==> config.mk <==
export PLATFORM = sky130hd
export DESIGN_NAME = snake_core
export DESIGN_NICKNAME = d
export VERILOG_FILES = /design/src/snake_pkg.sv /design/src/apple_gen.sv /design/src/collision_check.sv /design/src/direction_filter.sv /design/src/snake_core.sv /design/src/snake_ctrl.sv /design/src/update_body.sv
export VERILOG_INCLUDE_DIRS = /design/src
export SDC_FILE = /design/constraint.sdc
export NUM_CORES = 1
export LEC_CHECK = 0
export ABC_AREA = 1
export BUFFER_PORTS_ARGS = -buffer_cell sky130_fd_sc_hd__buf_2
export CAP_MARGIN = 20
export CORE_ASPECT_RATIO = 1.25
export CORE_MARGIN = 1
export CORE_UTILIZATION = 35
export DETAILED_ROUTE_END_ITERATION = 6
export PLACE_DENSITY = 0.6
export RECOVER_POWER = 100
export SLEW_MARGIN = 10
export SYNTH_ARGS = -nofsm -noshare
export SYNTH_HDL_FRONTEND = slang
export SYNTH_SLANG_ARGS = --single-unit
export TNS_END_PERCENT = 30
==> constraint.sdc <==
create_clock -name clk -period 4.8 [get_ports clk]
set_input_delay 0.72 -clock clk [delete_from_list [all_inputs] [get_ports clk]]
set_output_delay 0.72 -clock clk [all_outputs]
set_load 0.02 [all_outputs]
==> src/snake_defines.svh <==
`ifndef SNAKE_DEFINES_SVH
`define SNAKE_DEFINES_SVH

// ======================================================================
// Field and body
// ======================================================================
// Positions are one byte, x in the upper nibble and y in the lower.

`define SNAKE_MAX_LENGTH 50      // Body slots.
`define SNAKE_START_POS  8'h44   // Head after restart.
`define SNAKE_START_LEN  7'd2    // Tail index after restart.

// ======================================================================
// Apple generator
// ======================================================================

`define SNAKE_LFSR_SEED  8'hA5
`define SNAKE_LFSR_TAPS  8'hB8   // Galois feedback mask.

`endif

==> src/snake_pkg.sv <==
package snake_pkg;

    // ======================================================================
    // Movement
    // ======================================================================

    // Opposite pairs differ only in bit 0.
    typedef enum logic [1:0] {
        LEFT  = 2'd0,
        RIGHT = 2'd1,
        UP    = 2'd2,
        DOWN  = 2'd3
    } direction_t;

    // ======================================================================
    // Game control
    // ======================================================================

    typedef enum logic [1:0] {
        IDLE = 2'd0,
        RUN  = 2'd1,
        OVER = 2'd2
    } game_state_t;

    typedef struct packed {
        game_state_t state;
        logic [6:0]  score;    // Apples eaten.
        logic [6:0]  length;   // Tail index.
    } snake_status_t;

endpackage

==> src/apple_gen.sv <==
`timescale 1ns/1ps
`include "snake_defines.svh"

module apple_gen (
    input  logic       clk,
    input  logic       nrst,
    input  logic       sync,
    input  logic       eat,
    output logic [7:0] apple
);

    logic [7:0] lfsr;
    logic [7:0] lfsr_step;

    // ======================================================================
    // Galois LFSR, shifting right
    // ======================================================================

    assign lfsr_step = {1'b0, lfsr[7:1]} ^ (lfsr[0] ? `SNAKE_LFSR_TAPS : 8'h00);

    always_ff @(posedge clk or negedge nrst) begin
        if (!nrst) begin
            lfsr <= `SNAKE_LFSR_SEED;
        end else if (sync) begin
            lfsr <= `SNAKE_LFSR_SEED;   // Same apple sequence each game.
        end else if (eat) begin
            lfsr <= lfsr_step;
        end
    end

    // No check against the body cells.
    assign apple = lfsr;

endmodule

==> src/collision_check.sv <==
`timescale 1ns/1ps
`include "snake_defines.svh"

module collision_check #(
    parameter int MAX_LENGTH = `SNAKE_MAX_LENGTH
) (
    input  logic [7:0]                 head,
    input  logic [MAX_LENGTH-1:0][7:0] body,
    input  logic [6:0]                 curr_length,
    input  logic [7:0]                 apple,
    output logic                       hit_self,
    output logic                       hit_apple
);

    logic [MAX_LENGTH-1:0] match;

    // Slot 0 is the current head and the tail slot
    // is vacated by the same move, so both are skipped.
    always_comb begin
        match = '0;
        for (int i = 1; i < MAX_LENGTH; i++) begin
            match[i] = (i < int'(curr_length)) && (body[i] == head);
        end
    end

    assign hit_self  = |match;
    assign hit_apple = (head == apple);   // Proposed head lands on the apple.

endmodule

==> src/direction_filter.sv <==
`timescale 1ns/1ps

module direction_filter (
    input  logic                  clk,
    input  logic                  nrst,
    input  logic                  sync,
    input  logic                  pulse,
    input  snake_pkg::direction_t btn,
    input  logic                  btn_valid,
    output snake_pkg::direction_t direction
);

    snake_pkg::direction_t req_dir;     // Used for the next move.
    snake_pkg::direction_t last_dir;    // Direction of the last move.
    snake_pkg::direction_t ref_dir;
    logic                  reversal;

    // A move on this edge commits req_dir, so check against that one.
    assign ref_dir  = pulse ? req_dir : last_dir;
    assign reversal = (btn[1] == ref_dir[1]) && (btn[0] != ref_dir[0]);

    always_ff @(posedge clk or negedge nrst) begin
        if (!nrst) begin
            req_dir  <= snake_pkg::RIGHT;
            last_dir <= snake_pkg::RIGHT;
        end else if (sync) begin
            req_dir  <= snake_pkg::RIGHT;
            last_dir <= snake_pkg::RIGHT;
        end else begin
            if (pulse) begin
                last_dir <= req_dir;
            end
            if (btn_valid && !reversal) begin
                req_dir <= btn;
            end
        end
    end

    assign direction = req_dir;

endmodule

==> src/snake_core.sv <==
`timescale 1ns/1ps
`include "snake_defines.svh"

module snake_core (
    input  logic                              clk,
    input  logic                              nrst,
    input  logic                              start,
    input  logic                              tick,
    input  snake_pkg::direction_t             btn,
    input  logic                              btn_valid,
    output logic [`SNAKE_MAX_LENGTH-1:0][7:0] body,
    output logic [7:0]                        head,
    output logic [7:0]                        apple,
    output snake_pkg::snake_status_t          status
);

    logic                  sync;
    logic                  pulse;
    logic                  eat;
    logic                  hit_self;
    logic                  hit_apple;
    logic [6:0]            curr_length;
    snake_pkg::direction_t direction;

    // ======================================================================
    // Control
    // ======================================================================

    snake_ctrl u_ctrl (
        .clk         (clk),
        .nrst        (nrst),
        .start       (start),
        .tick        (tick),
        .hit_self    (hit_self),
        .hit_apple   (hit_apple),
        .sync        (sync),
        .pulse       (pulse),
        .eat         (eat),
        .curr_length (curr_length),
        .status      (status)
    );

    // ======================================================================
    // Datapath
    // ======================================================================

    direction_filter u_dir (
        .clk       (clk),
        .nrst      (nrst),
        .sync      (sync),
        .pulse     (pulse),
        .btn       (btn),
        .btn_valid (btn_valid),
        .direction (direction)
    );

    update_body #(.MAX_LENGTH(`SNAKE_MAX_LENGTH)) u_body (
        .clk         (clk),
        .nrst        (nrst),
        .pulse       (pulse),
        .sync        (sync),
        .direction   (direction),
        .curr_length (curr_length),
        .body        (body),
        .head        (head)
    );

    collision_check #(.MAX_LENGTH(`SNAKE_MAX_LENGTH)) u_collide (
        .head        (head),
        .body        (body),
        .curr_length (curr_length),
        .apple       (apple),
        .hit_self    (hit_self),
        .hit_apple   (hit_apple)
    );

    apple_gen u_apple (
        .clk   (clk),
        .nrst  (nrst),
        .sync  (sync),
        .eat   (eat),
        .apple (apple)
    );

endmodule

==> src/snake_ctrl.sv <==
`timescale 1ns/1ps
`include "snake_defines.svh"

module snake_ctrl (
    input  logic                     clk,
    input  logic                     nrst,
    input  logic                     start,
    input  logic                     tick,
    input  logic                     hit_self,
    input  logic                     hit_apple,
    output logic                     sync,
    output logic                     pulse,
    output logic                     eat,
    output logic [6:0]               curr_length,
    output snake_pkg::snake_status_t status
);

    localparam logic [6:0] LEN_MAX = 7'(`SNAKE_MAX_LENGTH - 1);

    snake_pkg::game_state_t state;
    snake_pkg::game_state_t state_next;
    logic [6:0]             score;
    logic                   running;

    assign running = (state == snake_pkg::RUN);

    assign sync  = start;
    assign pulse = tick & running & ~hit_self;
    assign eat   = pulse & hit_apple;

    // ======================================================================
    // State machine
    // ======================================================================

    always_comb begin
        state_next = state;
        if (start) begin
            state_next = snake_pkg::RUN;
        end else if (running && tick && hit_self) begin
            state_next = snake_pkg::OVER;      // Head ran into the body.
        end
    end

    always_ff @(posedge clk or negedge nrst) begin
        if (!nrst) begin
            state <= snake_pkg::IDLE;
        end else begin
            state <= state_next;
        end
    end

    // ======================================================================
    // Length and score
    // ======================================================================

    always_ff @(posedge clk or negedge nrst) begin
        if (!nrst) begin
            curr_length <= `SNAKE_START_LEN;
            score       <= '0;
        end else if (sync) begin
            curr_length <= `SNAKE_START_LEN;
            score       <= '0;
        end else if (eat) begin
            if (curr_length < LEN_MAX) begin
                curr_length <= curr_length + 7'd1;
            end
            if (score != 7'h7F) begin
                score <= score + 7'd1;
            end
        end
    end

    assign status = '{state: state, score: score, length: curr_length};

endmodule

==> src/update_body.sv <==
`timescale 1ns/1ps
`include "snake_defines.svh"

module update_body #(
    parameter int MAX_LENGTH = `SNAKE_MAX_LENGTH
) (
    input  logic                       clk,
    input  logic                       nrst,
    input  logic                       pulse,
    input  logic                       sync,
    input  snake_pkg::direction_t      direction,
    input  logic [6:0]                 curr_length,
    output logic [MAX_LENGTH-1:0][7:0] body,
    output logic [7:0]                 head
);

    localparam logic [7:0] START_POS = `SNAKE_START_POS;
    localparam int         START_LEN = `SNAKE_START_LEN;

    // Start body trails to the left of the head.
    function automatic logic [MAX_LENGTH-1:0][7:0] make_start_body();
        logic [MAX_LENGTH-1:0][7:0] b;
        b = '0;
        for (int i = 0; i <= START_LEN; i++) begin
            b[i] = {START_POS[7:4] - 4'(i), START_POS[3:0]};
        end
        return b;
    endfunction

    localparam logic [MAX_LENGTH-1:0][7:0] START_BODY = make_start_body();

    logic [MAX_LENGTH-1:0][7:0] current;
    logic [MAX_LENGTH-1:0][7:0] next;
    logic [3:0]                 head_x;
    logic [3:0]                 head_y;

    // ======================================================================
    // Next head
    // ======================================================================

    // Nibble arithmetic wraps at the field edges.
    always_comb begin
        head_x = current[0][7:4];
        head_y = current[0][3:0];
        case (direction)
            snake_pkg::LEFT:  head_x = current[0][7:4] - 4'd1;
            snake_pkg::RIGHT: head_x = current[0][7:4] + 4'd1;
            snake_pkg::UP:    head_y = current[0][3:0] - 4'd1;
            snake_pkg::DOWN:  head_y = current[0][3:0] + 4'd1;
            default: begin
                head_x = current[0][7:4];
                head_y = current[0][3:0];
            end
        endcase
    end

    // ======================================================================
    // Body shift register
    // ======================================================================

    always_comb begin
        next = current;
        if (sync) begin
            next = START_BODY;
        end else if (pulse) begin
            next[0] = {head_x, head_y};
            for (int i = 1; i < MAX_LENGTH; i++) begin
                if (i <= int'(curr_length)) begin
                    next[i] = current[i-1];
                end else begin
                    next[i] = 8'h00;      // Unused slot.
                end
            end
        end
    end

    always_ff @(posedge clk or negedge nrst) begin
        if (!nrst) begin
            current <= START_BODY;
        end else begin
            current <= next;
        end
    end

    assign body = current;
    assign head = {head_x, head_y};

endmodule
### Word level (Yosys, flattened, before mapping)

Cells that the tools add are included.

* mux-type cells: 68
* $lt $le $gt $ge: 99
* add/subtract/negate cells: 6
* reduce and logical (&&, ||, !) cells: 64
* bitwise logic cells: 5
* eq/ne operators: 57

Operators with widths (number)
* $mux 400: 2
* $mux 8: 52
* $eq 8x8->1: 50
* $le 6x7->1 const A: 18
* $lt 6x7->1 const A: 18
* $le 5x7->1 const A: 16
* $lt 5x7->1 const A: 16
* $le 4x7->1 const A: 8
* $lt 4x7->1 const A: 8
* $logic_and 1x1->1: 53
* $reduce_or 49->1: 1
* $mux 7: 6
* $le 3x7->1 const A: 4
* $lt 3x7->1 const A: 4
* $pmux 4 s2: 2
* $add 7x1->7 const B: 2
* $le 2x7->1 const A: 2
* $lt 2x7->1 const A: 2
* $mux 2: 6
* $reduce_bool 2->1: 6
* $add 4x1->4 const B: 2
* $sub 4x1->4 const B: 2
* $xor 7x8->8: 1
* $le 1x7->1 const A: 1
* other kinds (12): 17

* flip-flop bits (word level): 428
* word-level logic and storage cells: 355
* input port bits: 7

### Logic depth before layout (Yosys ltp)

Gate-level depths: netlist of the first run.

* word-level depth: 14
* mapped depth: 30

### Hierarchy

From an unflattened synthesis of the first run, not the netlist that was laid out.

* cell total of the unflattened synthesis: 3138
* area, all modules: 24179.4 um^2

By module, submodules not included
* update_body: cells each 1831, times used 1, area an instance 16353.2 um^2
* collision_check: cells each 1099, times used 1, area an instance 6207.2 um^2
* snake_ctrl: cells each 131, times used 1, area an instance 1021.0 um^2
* apple_gen: cells each 44, times used 1, area an instance 364.1 um^2
* direction_filter: cells each 33, times used 1, area an instance 234.0 um^2

### Least setup slack after synthesis of the first run

No wires, ideal clock.

* path type: register -> register
* start point: reg u_dir.req_dir[0] (netlist: u_dir.direction[0])
* end point: reg u_ctrl.score[5]
* library setup time: 133 ps
* setup slack: 1333 ps
* stages on the path, launching flop included: 27
* data arrival time: 3333 ps
* buffers on the path: 4
* cells stage by stage: dfstp_2 buf_2 nand2_2 inv_1 fa_1 inv_1 nand2_1 nand2_1 buf_4 buf_2 xor2_1 nor2_1 nand3_1 nor2_1 nand2_1 nand2_1 nor2_1 nand3_1 nor2_4 nand3_4 inv_2 nand2_2 nand2_4 nand2_2 buf_6 nand2_1 o31ai_2

* word-level cells in the longest chain between the ends: 10

Ends and longest elaborated chain
* start, declared: line direction_filter.sv:13 `snake_pkg::direction_t req_dir;`
* start signal, assigned: line direction_filter.sv:24 `req_dir <= snake_pkg::RIGHT;`
* start signal, assigned: line direction_filter.sv:27 `req_dir <= snake_pkg::RIGHT;`
* start signal, assigned: line direction_filter.sv:34 `req_dir <= btn;`
* $eq 2x2->1 (tied with other cells): line update_body.sv:45 `case (direction)`
* $pmux 4 s2: line update_body.sv:45
* $eq 8x8->1: line collision_check.sv:22 `match[i] = (i < int'(curr_length)) && (body[i] == head);`
* $logic_and 1x1->1: line collision_check.sv:22
* $reduce_or 49->1: line collision_check.sv:26 `assign hit_self = |match;`
* $not 1->1: line snake_ctrl.sv:28 `assign pulse = tick & running & ~hit_self;`
* $and 1x1->1: line snake_ctrl.sv:28
* $and 1x1->1 *: line snake_ctrl.sv:29 `assign eat = pulse & hit_apple;`
* $reduce_bool 2->1 (no source line) *
* $reduce_and 2->1 (no source line) *
* end signal, assigned: line snake_ctrl.sv:68 `score <= score + 7'd1;`
* end, declared: line snake_ctrl.sv:22 `logic [6:0] score;`

Every way passes the cells marked *; elsewhere a longest branch is shown, timed or not.
A chain may end at the register's enable or synchronous reset.

### Final worst setup path of the first run

* start point: reg u_dir.req_dir[0] (netlist: u_dir.direction[0])
* end point: reg u_body.current (netlist bit u_body.body[365])

* word-level cells in the longest chain between the ends: 8

Ends and longest elaborated chain
* $eq 2x2->1 (tied with other cells): line update_body.sv:45
* $pmux 4 s2: line update_body.sv:45
* $eq 8x8->1: line collision_check.sv:22
* $logic_and 1x1->1: line collision_check.sv:22
* $reduce_or 49->1 *: line collision_check.sv:26
* $not 1->1 *: line snake_ctrl.sv:28
* $and 1x1->1 *: line snake_ctrl.sv:28
* $reduce_bool 2->1 (no source line) *
* end signal, assigned: line update_body.sv:81 `current <= next;`
* end, declared: line update_body.sv:32 `logic [MAX_LENGTH-1:0][7:0] current;`

Marks and branches as above.

==> flow_summary.toml, run 1 <==
[outcome]
status = "finished, violations left"
failed_checks = "DRC, capacitance limit, slew limit"

[global_routing]
grt_pass1_wl_mm = 162
track_usage = 0.314
antenna_found_initial = 0
grt_overflow = 0
grt_max_degree = 108
grt_pass1_vias = 24300

[run]
cap_violations = 5

[finish]
diodes = 0
stdcell_area_mm2 = 0.0285
syn_to_final_growth_pct = 18.7
nNetsFinal = 3687
layout-drive-gt1-share = 0.0692

[synth]
synth.avg_cell_area_um2 = 7.41
synth_area_mm2 = 0.0240
synth_cell_types = 48
ys_seq_elements = 428
synth_seq_area_share = 0.446
mappedNetlistNets = 3262
synth_cells = 3244
ys_warn_count = 0

[timing]
clock_skew_ns = 0.0156
slew_headroom = -0.550
tns_ns = 0
worst_pin_slew_ns = 2.32
hold_violations = 0
final-setup-viol-count = 0
grt_setup_unrepaired = "no"
slew_viol_final = 348
fmax_mhz = 218
period_needed_ns = 4.58
period_share = 0.955

[clock_tree]
ctsHtreeMaxLevel = 2
clkLatencyLatePin_ns = 0.61
cts_sinks = 428
cts.clk_slew.worst_paths_ns = 0.07
ctsLongestPathBuffers = 3
root_buffer = "clkbuf_16"
cts_tree = "built"
cts_buffers = 48

[setup_path]
arrival_ns = 5.08
critPathMaxStageDelay_ns = 0.62
crit_path_max_fanout = 50
crit_chain = "nand2_2 > ha_1 > nand2_1 > nor2_1 > nor2_1 > nand2_1 > nand2_2 > nand2_4 > buf_12 > nand3_1 > nand2_1 > nor2_1 > nand2_2 > nand2_1 > nor2_1 > nand3_1 > nor2_4 > nand3_4 > buf_4 > nor2_4 > inv_2 > buf_4 > o32ai_1"
slowest_stage = "dfstp_2"
endpoint_kind = "flop"
critPathKind = "reg -> reg"
crit_buf_inv = 4
crit_required_ns = 5.29
critPathTopFamily = "simple AND/OR/NAND/NOR gates"
startpoint_type = "flop"

[power_and_ir_drop]
peakVddDrop_mv = 0.348
p_leak_nw = 12.6
powerDensity_mw_per_mm2 = 400
power.total_mw = 11.4

[drt]
dr_total_vias = 25300
postRouteAntennaNets = 0
initialDrtViolationCount = 2512
firstDrtPassIters = 7
viasPerCell = 5.53
routedWlPerCell_um = 24.4
drcViolationCount = 1
routed_wl_mm = 112

[floorplan]
core_area_mm2 = 0.0680
dieWidth_um = 236
die_h_um = 295
rows = 107
initial_core_util = 0.354
dieArea_mm2 = 0.0698
ioPinCount = 439

[place]
gp_congestion = 0.963
portBuffers = 438
post_dp_cell_area_mm2 = 0.0275
hpwlAfterDp_mm = 81.5

[min_path]
hold_path_class = "in -> reg"
==> worst register-to-register path: cells and delay by family, from the launching register on <==
kind,cells,cell delay [ns]
AND/OR/NAND/NOR,17,2.29
buffers and inverters,4,0.83
flip-flops,1,0.62
adder cells (fa/ha/maj),1,0.39
AO/OA/AOI/OAI,1,0.38
==> cell usage after synthesis, drive strengths merged <==
cell | count | area share
a2111oi | 1 | 0.00036
a21boi | 5 | 0.0028
a21oi | 53 | 0.011
a22oi | 2 | 0.00062
a31oi | 1 | 0.00026
a32o | 10 | 0.0042
and2 | 1 | 0.00026
buf | 138 | 0.033
clkbuf | 29 | 0.0045
clkinv | 4 | 0.00062
dfrtp | 414 | 0.43
dfstp | 14 | 0.015
fa | 2 | 0.0017
ha | 9 | 0.0047
inv | 446 | 0.070
nand2 | 841 | 0.13
nand3 | 389 | 0.081
nand3b | 2 | 0.00062
nand4 | 27 | 0.0070
nor2 | 302 | 0.048
nor3 | 8 | 0.0017
nor3b | 1 | 0.00031
o2111ai | 3 | 0.0011
o211ai | 7 | 0.0022
o21ai | 191 | 0.040
o21bai | 2 | 0.00062
o22ai | 204 | 0.053
o311ai | 1 | 0.00036
o31ai | 8 | 0.0027
o32ai | 56 | 0.020
or2 | 4 | 0.0010
xnor2 | 1 | 0.00036
xor2 | 68 | 0.025
==> registers in the layout (all words and copies together) (netlist names) <==
register and cells:
u_apple.apple 8, u_body.body 400, u_ctrl.curr_length 7, u_ctrl.score 7, u_ctrl.state 2, u_dir.direction 2, u_dir.last_dir 2
==> where the power goes <==
group	switching, mW	total [mW]	internal [mW]
Combinational	2.83	3.86	1.03
Clock	1.60	3.80	2.20
Sequential	0.0804	3.76	3.68
Total	4.52	11.4	6.91
==> area by class of cell <==
cell class / count / area [um2]
Fill cell: 7343 / 39500
Clock buffer: 73 / 1470
Sequential cell: 428 / 10700
Clock inverter: 10 / 114
Inverter: 450 / 1690
Timing Repair Buffer: 542 / 2670
Multi-Input combinational cell: 2199 / 10800
Tap cell: 872 / 1090
==> per-layer routing <==
layer / GRT usage / routed length (um) / up-vias
met5: 0 / 0 / -
li1: - / - / 11500
met1: 0.384 / 42500 / 12200
met2: 0.525 / 53100 / 1282
met4: 0.170 / 6640 / 0
met3: 0.0586 / 9340 / 301
==> final timing paths <==
| path | from | cells past startpoint | end | slack, ns |
|---|---|---|---|---|
| min in group asynchronous | nrst | 1 | u_body.body[30]$_DFFE_PN0P_ | 0.75 |
| max | u_dir.direction[0]$_DFFE_PN1P_ | 23 | u_body.body[365]$_DFFE_PN0P_ | 0.22 |
| max in group asynchronous | nrst | 2 | u_body.body[338]$_DFFE_PN0P_ | 0.81 |
| min | btn[1] | 3 | u_dir.direction[1]$_DFFE_PN0P_ | 0.42 |
| max reg2reg | u_dir.direction[0]$_DFFE_PN1P_ | 23 | u_body.body[365]$_DFFE_PN0P_ | 0.22 |
| min reg2reg | u_body.body[13]$_DFFE_PN1P_ | 2 | u_body.body[13]$_DFFE_PN1P_ | 0.52 |
==> metrics by stage <==
step           setup slack, ns   util  instances  hold slack [ns]
2_1_floorplan             1.33      -       3244            0.424
3_3_place_gp             0.215  0.405       4489            0.482
3_5_place_dp             0.157  0.405       4489            0.507
4_1_cts                  0.129  0.428       4572            0.137
5_1_grt                 0.0148  0.420       4574            0.440
6_report                 0.216  0.420       4574            0.423
==> logic make-up after synthesis <==
family | Yosys count | synth area share
AO/OA/AOI/OAI | 544 | 0.140
flip-flops | 428 | 0.446
AND/OR/NAND/NOR | 1575 | 0.275
buffers and inverters | 617 | 0.107
XOR/XNOR | 69 | 0.0251
adder cells (fa/ha/maj) | 11 | 0.00635
==> cell usage in the layout (no fill, tap or decap), types with 8 or more instances in the layout <==
cell and n:
a21oi_1 52, a32o_1 10, buf_12 21, buf_2 16
buf_4 65, clkbuf_1 436, clkbuf_16 50, clkbuf_2 12
clkbuf_8 13, dfrtp_1 414, dfstp_2 13, ha_1 9
inv_1 439, nand2_1 813, nand2_2 23, nand3_1 387
nand4_1 27, nor2_1 299, nor3_1 8, o21ai_0 157
o21ai_1 31, o22ai_1 204, o32ai_1 55, xor2_1 68
==> repair_timing <==
action / 4_1_cts / 5_1_grt
gates resized for setup: 0 / 4
hold buffers: 0 / 0
setup endpoints to repair: 0 / 226
setup buffers: 0 / 1
Note: power is estimated with default switching activity, not from simulation.
==> run 2: changes to the inputs <==
- CORE_MARGIN: 1 -> not set
- clock period: 4.8 -> 5.4 ns (I/O delays scaled with it)
==> run 2 against run 1 <==
The flow finishes with violations (capacitance limit, slew limit). Setup slack gained 0.027 ns. Design area shrank 0.70%. Sequential share of layout area is 0.27 points higher. Routed wire length down 0.59%. Total power shrank 12%. Combinational power shrank 13%. Critical path type unchanged. Critical endpoint is now u_body.body[57]$_DFFE_PN0P_. Critical path depth fell by 1. Clock skew up 0.011 ns. Sequential power shrank 11%. Register-to-register slack gained 0.03 ns. Clock-buffer cell count decreased by 5. Largest cell class unchanged. Die area unchanged.
==> flow_summary.toml, run 2 (synthesis results as in run 1) <==
[place]
portBuffers = 438
hpwlAfterDp_mm = 81.5
gp_congestion = 0.963

[run]
cap_violations = 1

[finish]
fillCellCount = 7350
syn_to_final_growth_pct = 17.9
multi_input_area_mm2 = 0.0107
final_common_cell = "nand2_1"
largest_reg_flops = 400
seqCellArea_mm2 = 0.0107
layout-drive-gt1-share = 0.0659
nNetsFinal = 3673
final_cell_mix = "816 x nand2_1, 439 x inv_1, 430 x clkbuf_1"
fin_util = 0.417

[clock_tree]
ctsLongestPathBuffers = 3
cts.clk_slew.worst_paths_ns = 0.06
cts_sinks = 428
cts_tree = "built"
cts_buffers = 48
root_buffer = "clkbuf_16"
clkLatencyLatePin_ns = 0.61
ctsHtreeMaxLevel = 2
post_cts_resized = 0

[setup_path]
crit_path_max_fanout = 30
rrSetupSlack_ns = 0.24
startpoint_type = "flop"
crit_required_ns = 5.84
timing.rr.end = "u_body.body[57]$_DFFE_PN0P_"
ff2ff_path_depth = 22
startpoint = "u_dir.direction[1]$_DFFE_PN0P_"
reg2reg_from = "u_dir.direction[1]$_DFFE_PN0P_"
critPathKind = "reg -> reg"
endpoint_kind = "flop"
crit_path_end = "u_body.body[57]$_DFFE_PN0P_"
arrival_ns = 5.60

[min_path]
hold_start = "btn_valid"
hold_path_class = "in -> reg"

[drt]
initialDrtViolationCount = 2438
routed_wl_mm = 111
viasPerCell = 5.52
routedWlPerCell_um = 24.3
drcViolationCount = 0
dr_total_vias = 25200
firstDrtPassIters = 6
postRouteAntennaNets = 0

[floorplan]
ioPinCount = 439
dieWidth_um = 236
rows = 107
die_h_um = 295
core_area_mm2 = 0.0680
dieArea_mm2 = 0.0698
initial_core_util = 0.354

[global_routing]
grt_overflow = 0
track_usage = 0.311
grt_pass1_wl_mm = 162
antenna_found_initial = 2
grt_pass1_vias = 24300
grt_max_degree = 99

[timing]
tns_ns = 0
final-setup-viol-count = 0
period_needed_ns = 5.16
hold_violations = 0
period_share = 0.955
slew_viol_final = 72
slew_headroom = -1.79
worst_hold_slack_ns = 0.491
clock_skew_ns = 0.0270
fmax_mhz = 194
worst_pin_slew_ns = 4.18
grt_setup_unrepaired = "no"

[power_and_ir_drop]
powerDensity_mw_per_mm2 = 356
power.total_mw = 10.1
p_leak_nw = 12.5
peakVddDrop_mv = 0.295

[outcome]
failed_checks = "capacitance limit, slew limit"
status = "finished, violations left"
-- run 2: cell types whose count changed in the layout (fill, tap and decap cells not counted), sizes merged --
cell	delta
buf	-11
clkbuf	-9
inv	+4
clkinv	+2
diode	+2
clkdlybuf4s25	+1
-- run 2: critical path: stages, from the launching register on --
cell and delay [ns]:
dfrtp_1 0.44, inv_2 0.09, buf_4 0.25, nand2_1 0.17
nand2_1 0.71, buf_4 0.42, nand2_1 0.09, nand2_1 0.07
nor2_1 0.05, nand2_1 0.06, nor2_1 0.04, nand2_1 0.05
nor2_1 0.04, nand2_1 0.21, nand2_1 0.08, nor2_1 0.37
nand3_1 0.25, nor2_4 0.28, nand3_4 0.18, nand2_8 0.17
clkbuf_4 0.44, clkbuf_2 0.34, o22ai_1 0.12
-- run 2: area by class of cell --
class | count | area share
well taps | 872 | 0.0385
clock buffers | 68 | 0.0504
clock inverters | 16 | 0.00521
flip-flops and latches | 428 | 0.379
multi-input cells | 2199 | 0.379
diodes | 2 | 0.000177
repair buffers | 528 | 0.0883
inverters | 450 | 0.0596
-- run 2: worst min path at each step --
stage,slack [ns],end,depth (start not counted)
floorplan,0.48,u_dir.last_dir[0]$_DFF_PN1_,2
global placement,0.49,u_ctrl.state[0]$_DFFE_PN0P_,2
detailed placement,0.49,u_ctrl.state[0]$_DFFE_PN0P_,2
CTS,0.23,u_body.body[59]$_DFFE_PN0P_,1
global route,0.50,u_dir.direction[0]$_DFFE_PN1P_,3
finish,0.49,u_dir.direction[0]$_DFFE_PN1P_,3
-- run 2: metrics by stage --
| step | std cells | instance area (um2) | setup WS [ns] |
|---|---|---|---|
| after floorplan | 3244 | 24000 | 1.93 |
| after global placement | 4474 | 27300 | 0.350 |
| after detailed placement | 4476 | 27400 | 0.312 |
| after CTS | 4560 | 28900 | 0.258 |
| after global routing | 4563 | 28300 | 0.0323 |
| final | 4563 | 28300 | 0.243 |
-- run 2: per-layer routing --
metal,track usage,share of wire,routed length (um),up-vias
li1,-,-,-,11400
met1,0.378,0.39,42900,12400
met2,0.519,0.48,53000,1090
met3,0.0651,0.078,8670,273
met4,0.166,0.057,6350,0
met5,0,0,0,-
-- run 2: timing repair --
action,in CTS,in global routing
hold buffers,0,0
setup endpoints to repair,0,4
buffers inserted,0,1
-- run 2: report_power, final --
group | switching (mW) | total [mW] | internal, mW
Sequential | 0.0725 | 3.34 | 3.27
Combinational | 2.50 | 3.35 | 0.852
Clock | 1.46 | 3.39 | 1.93
Total | 4.03 | 10.1 | 6.06
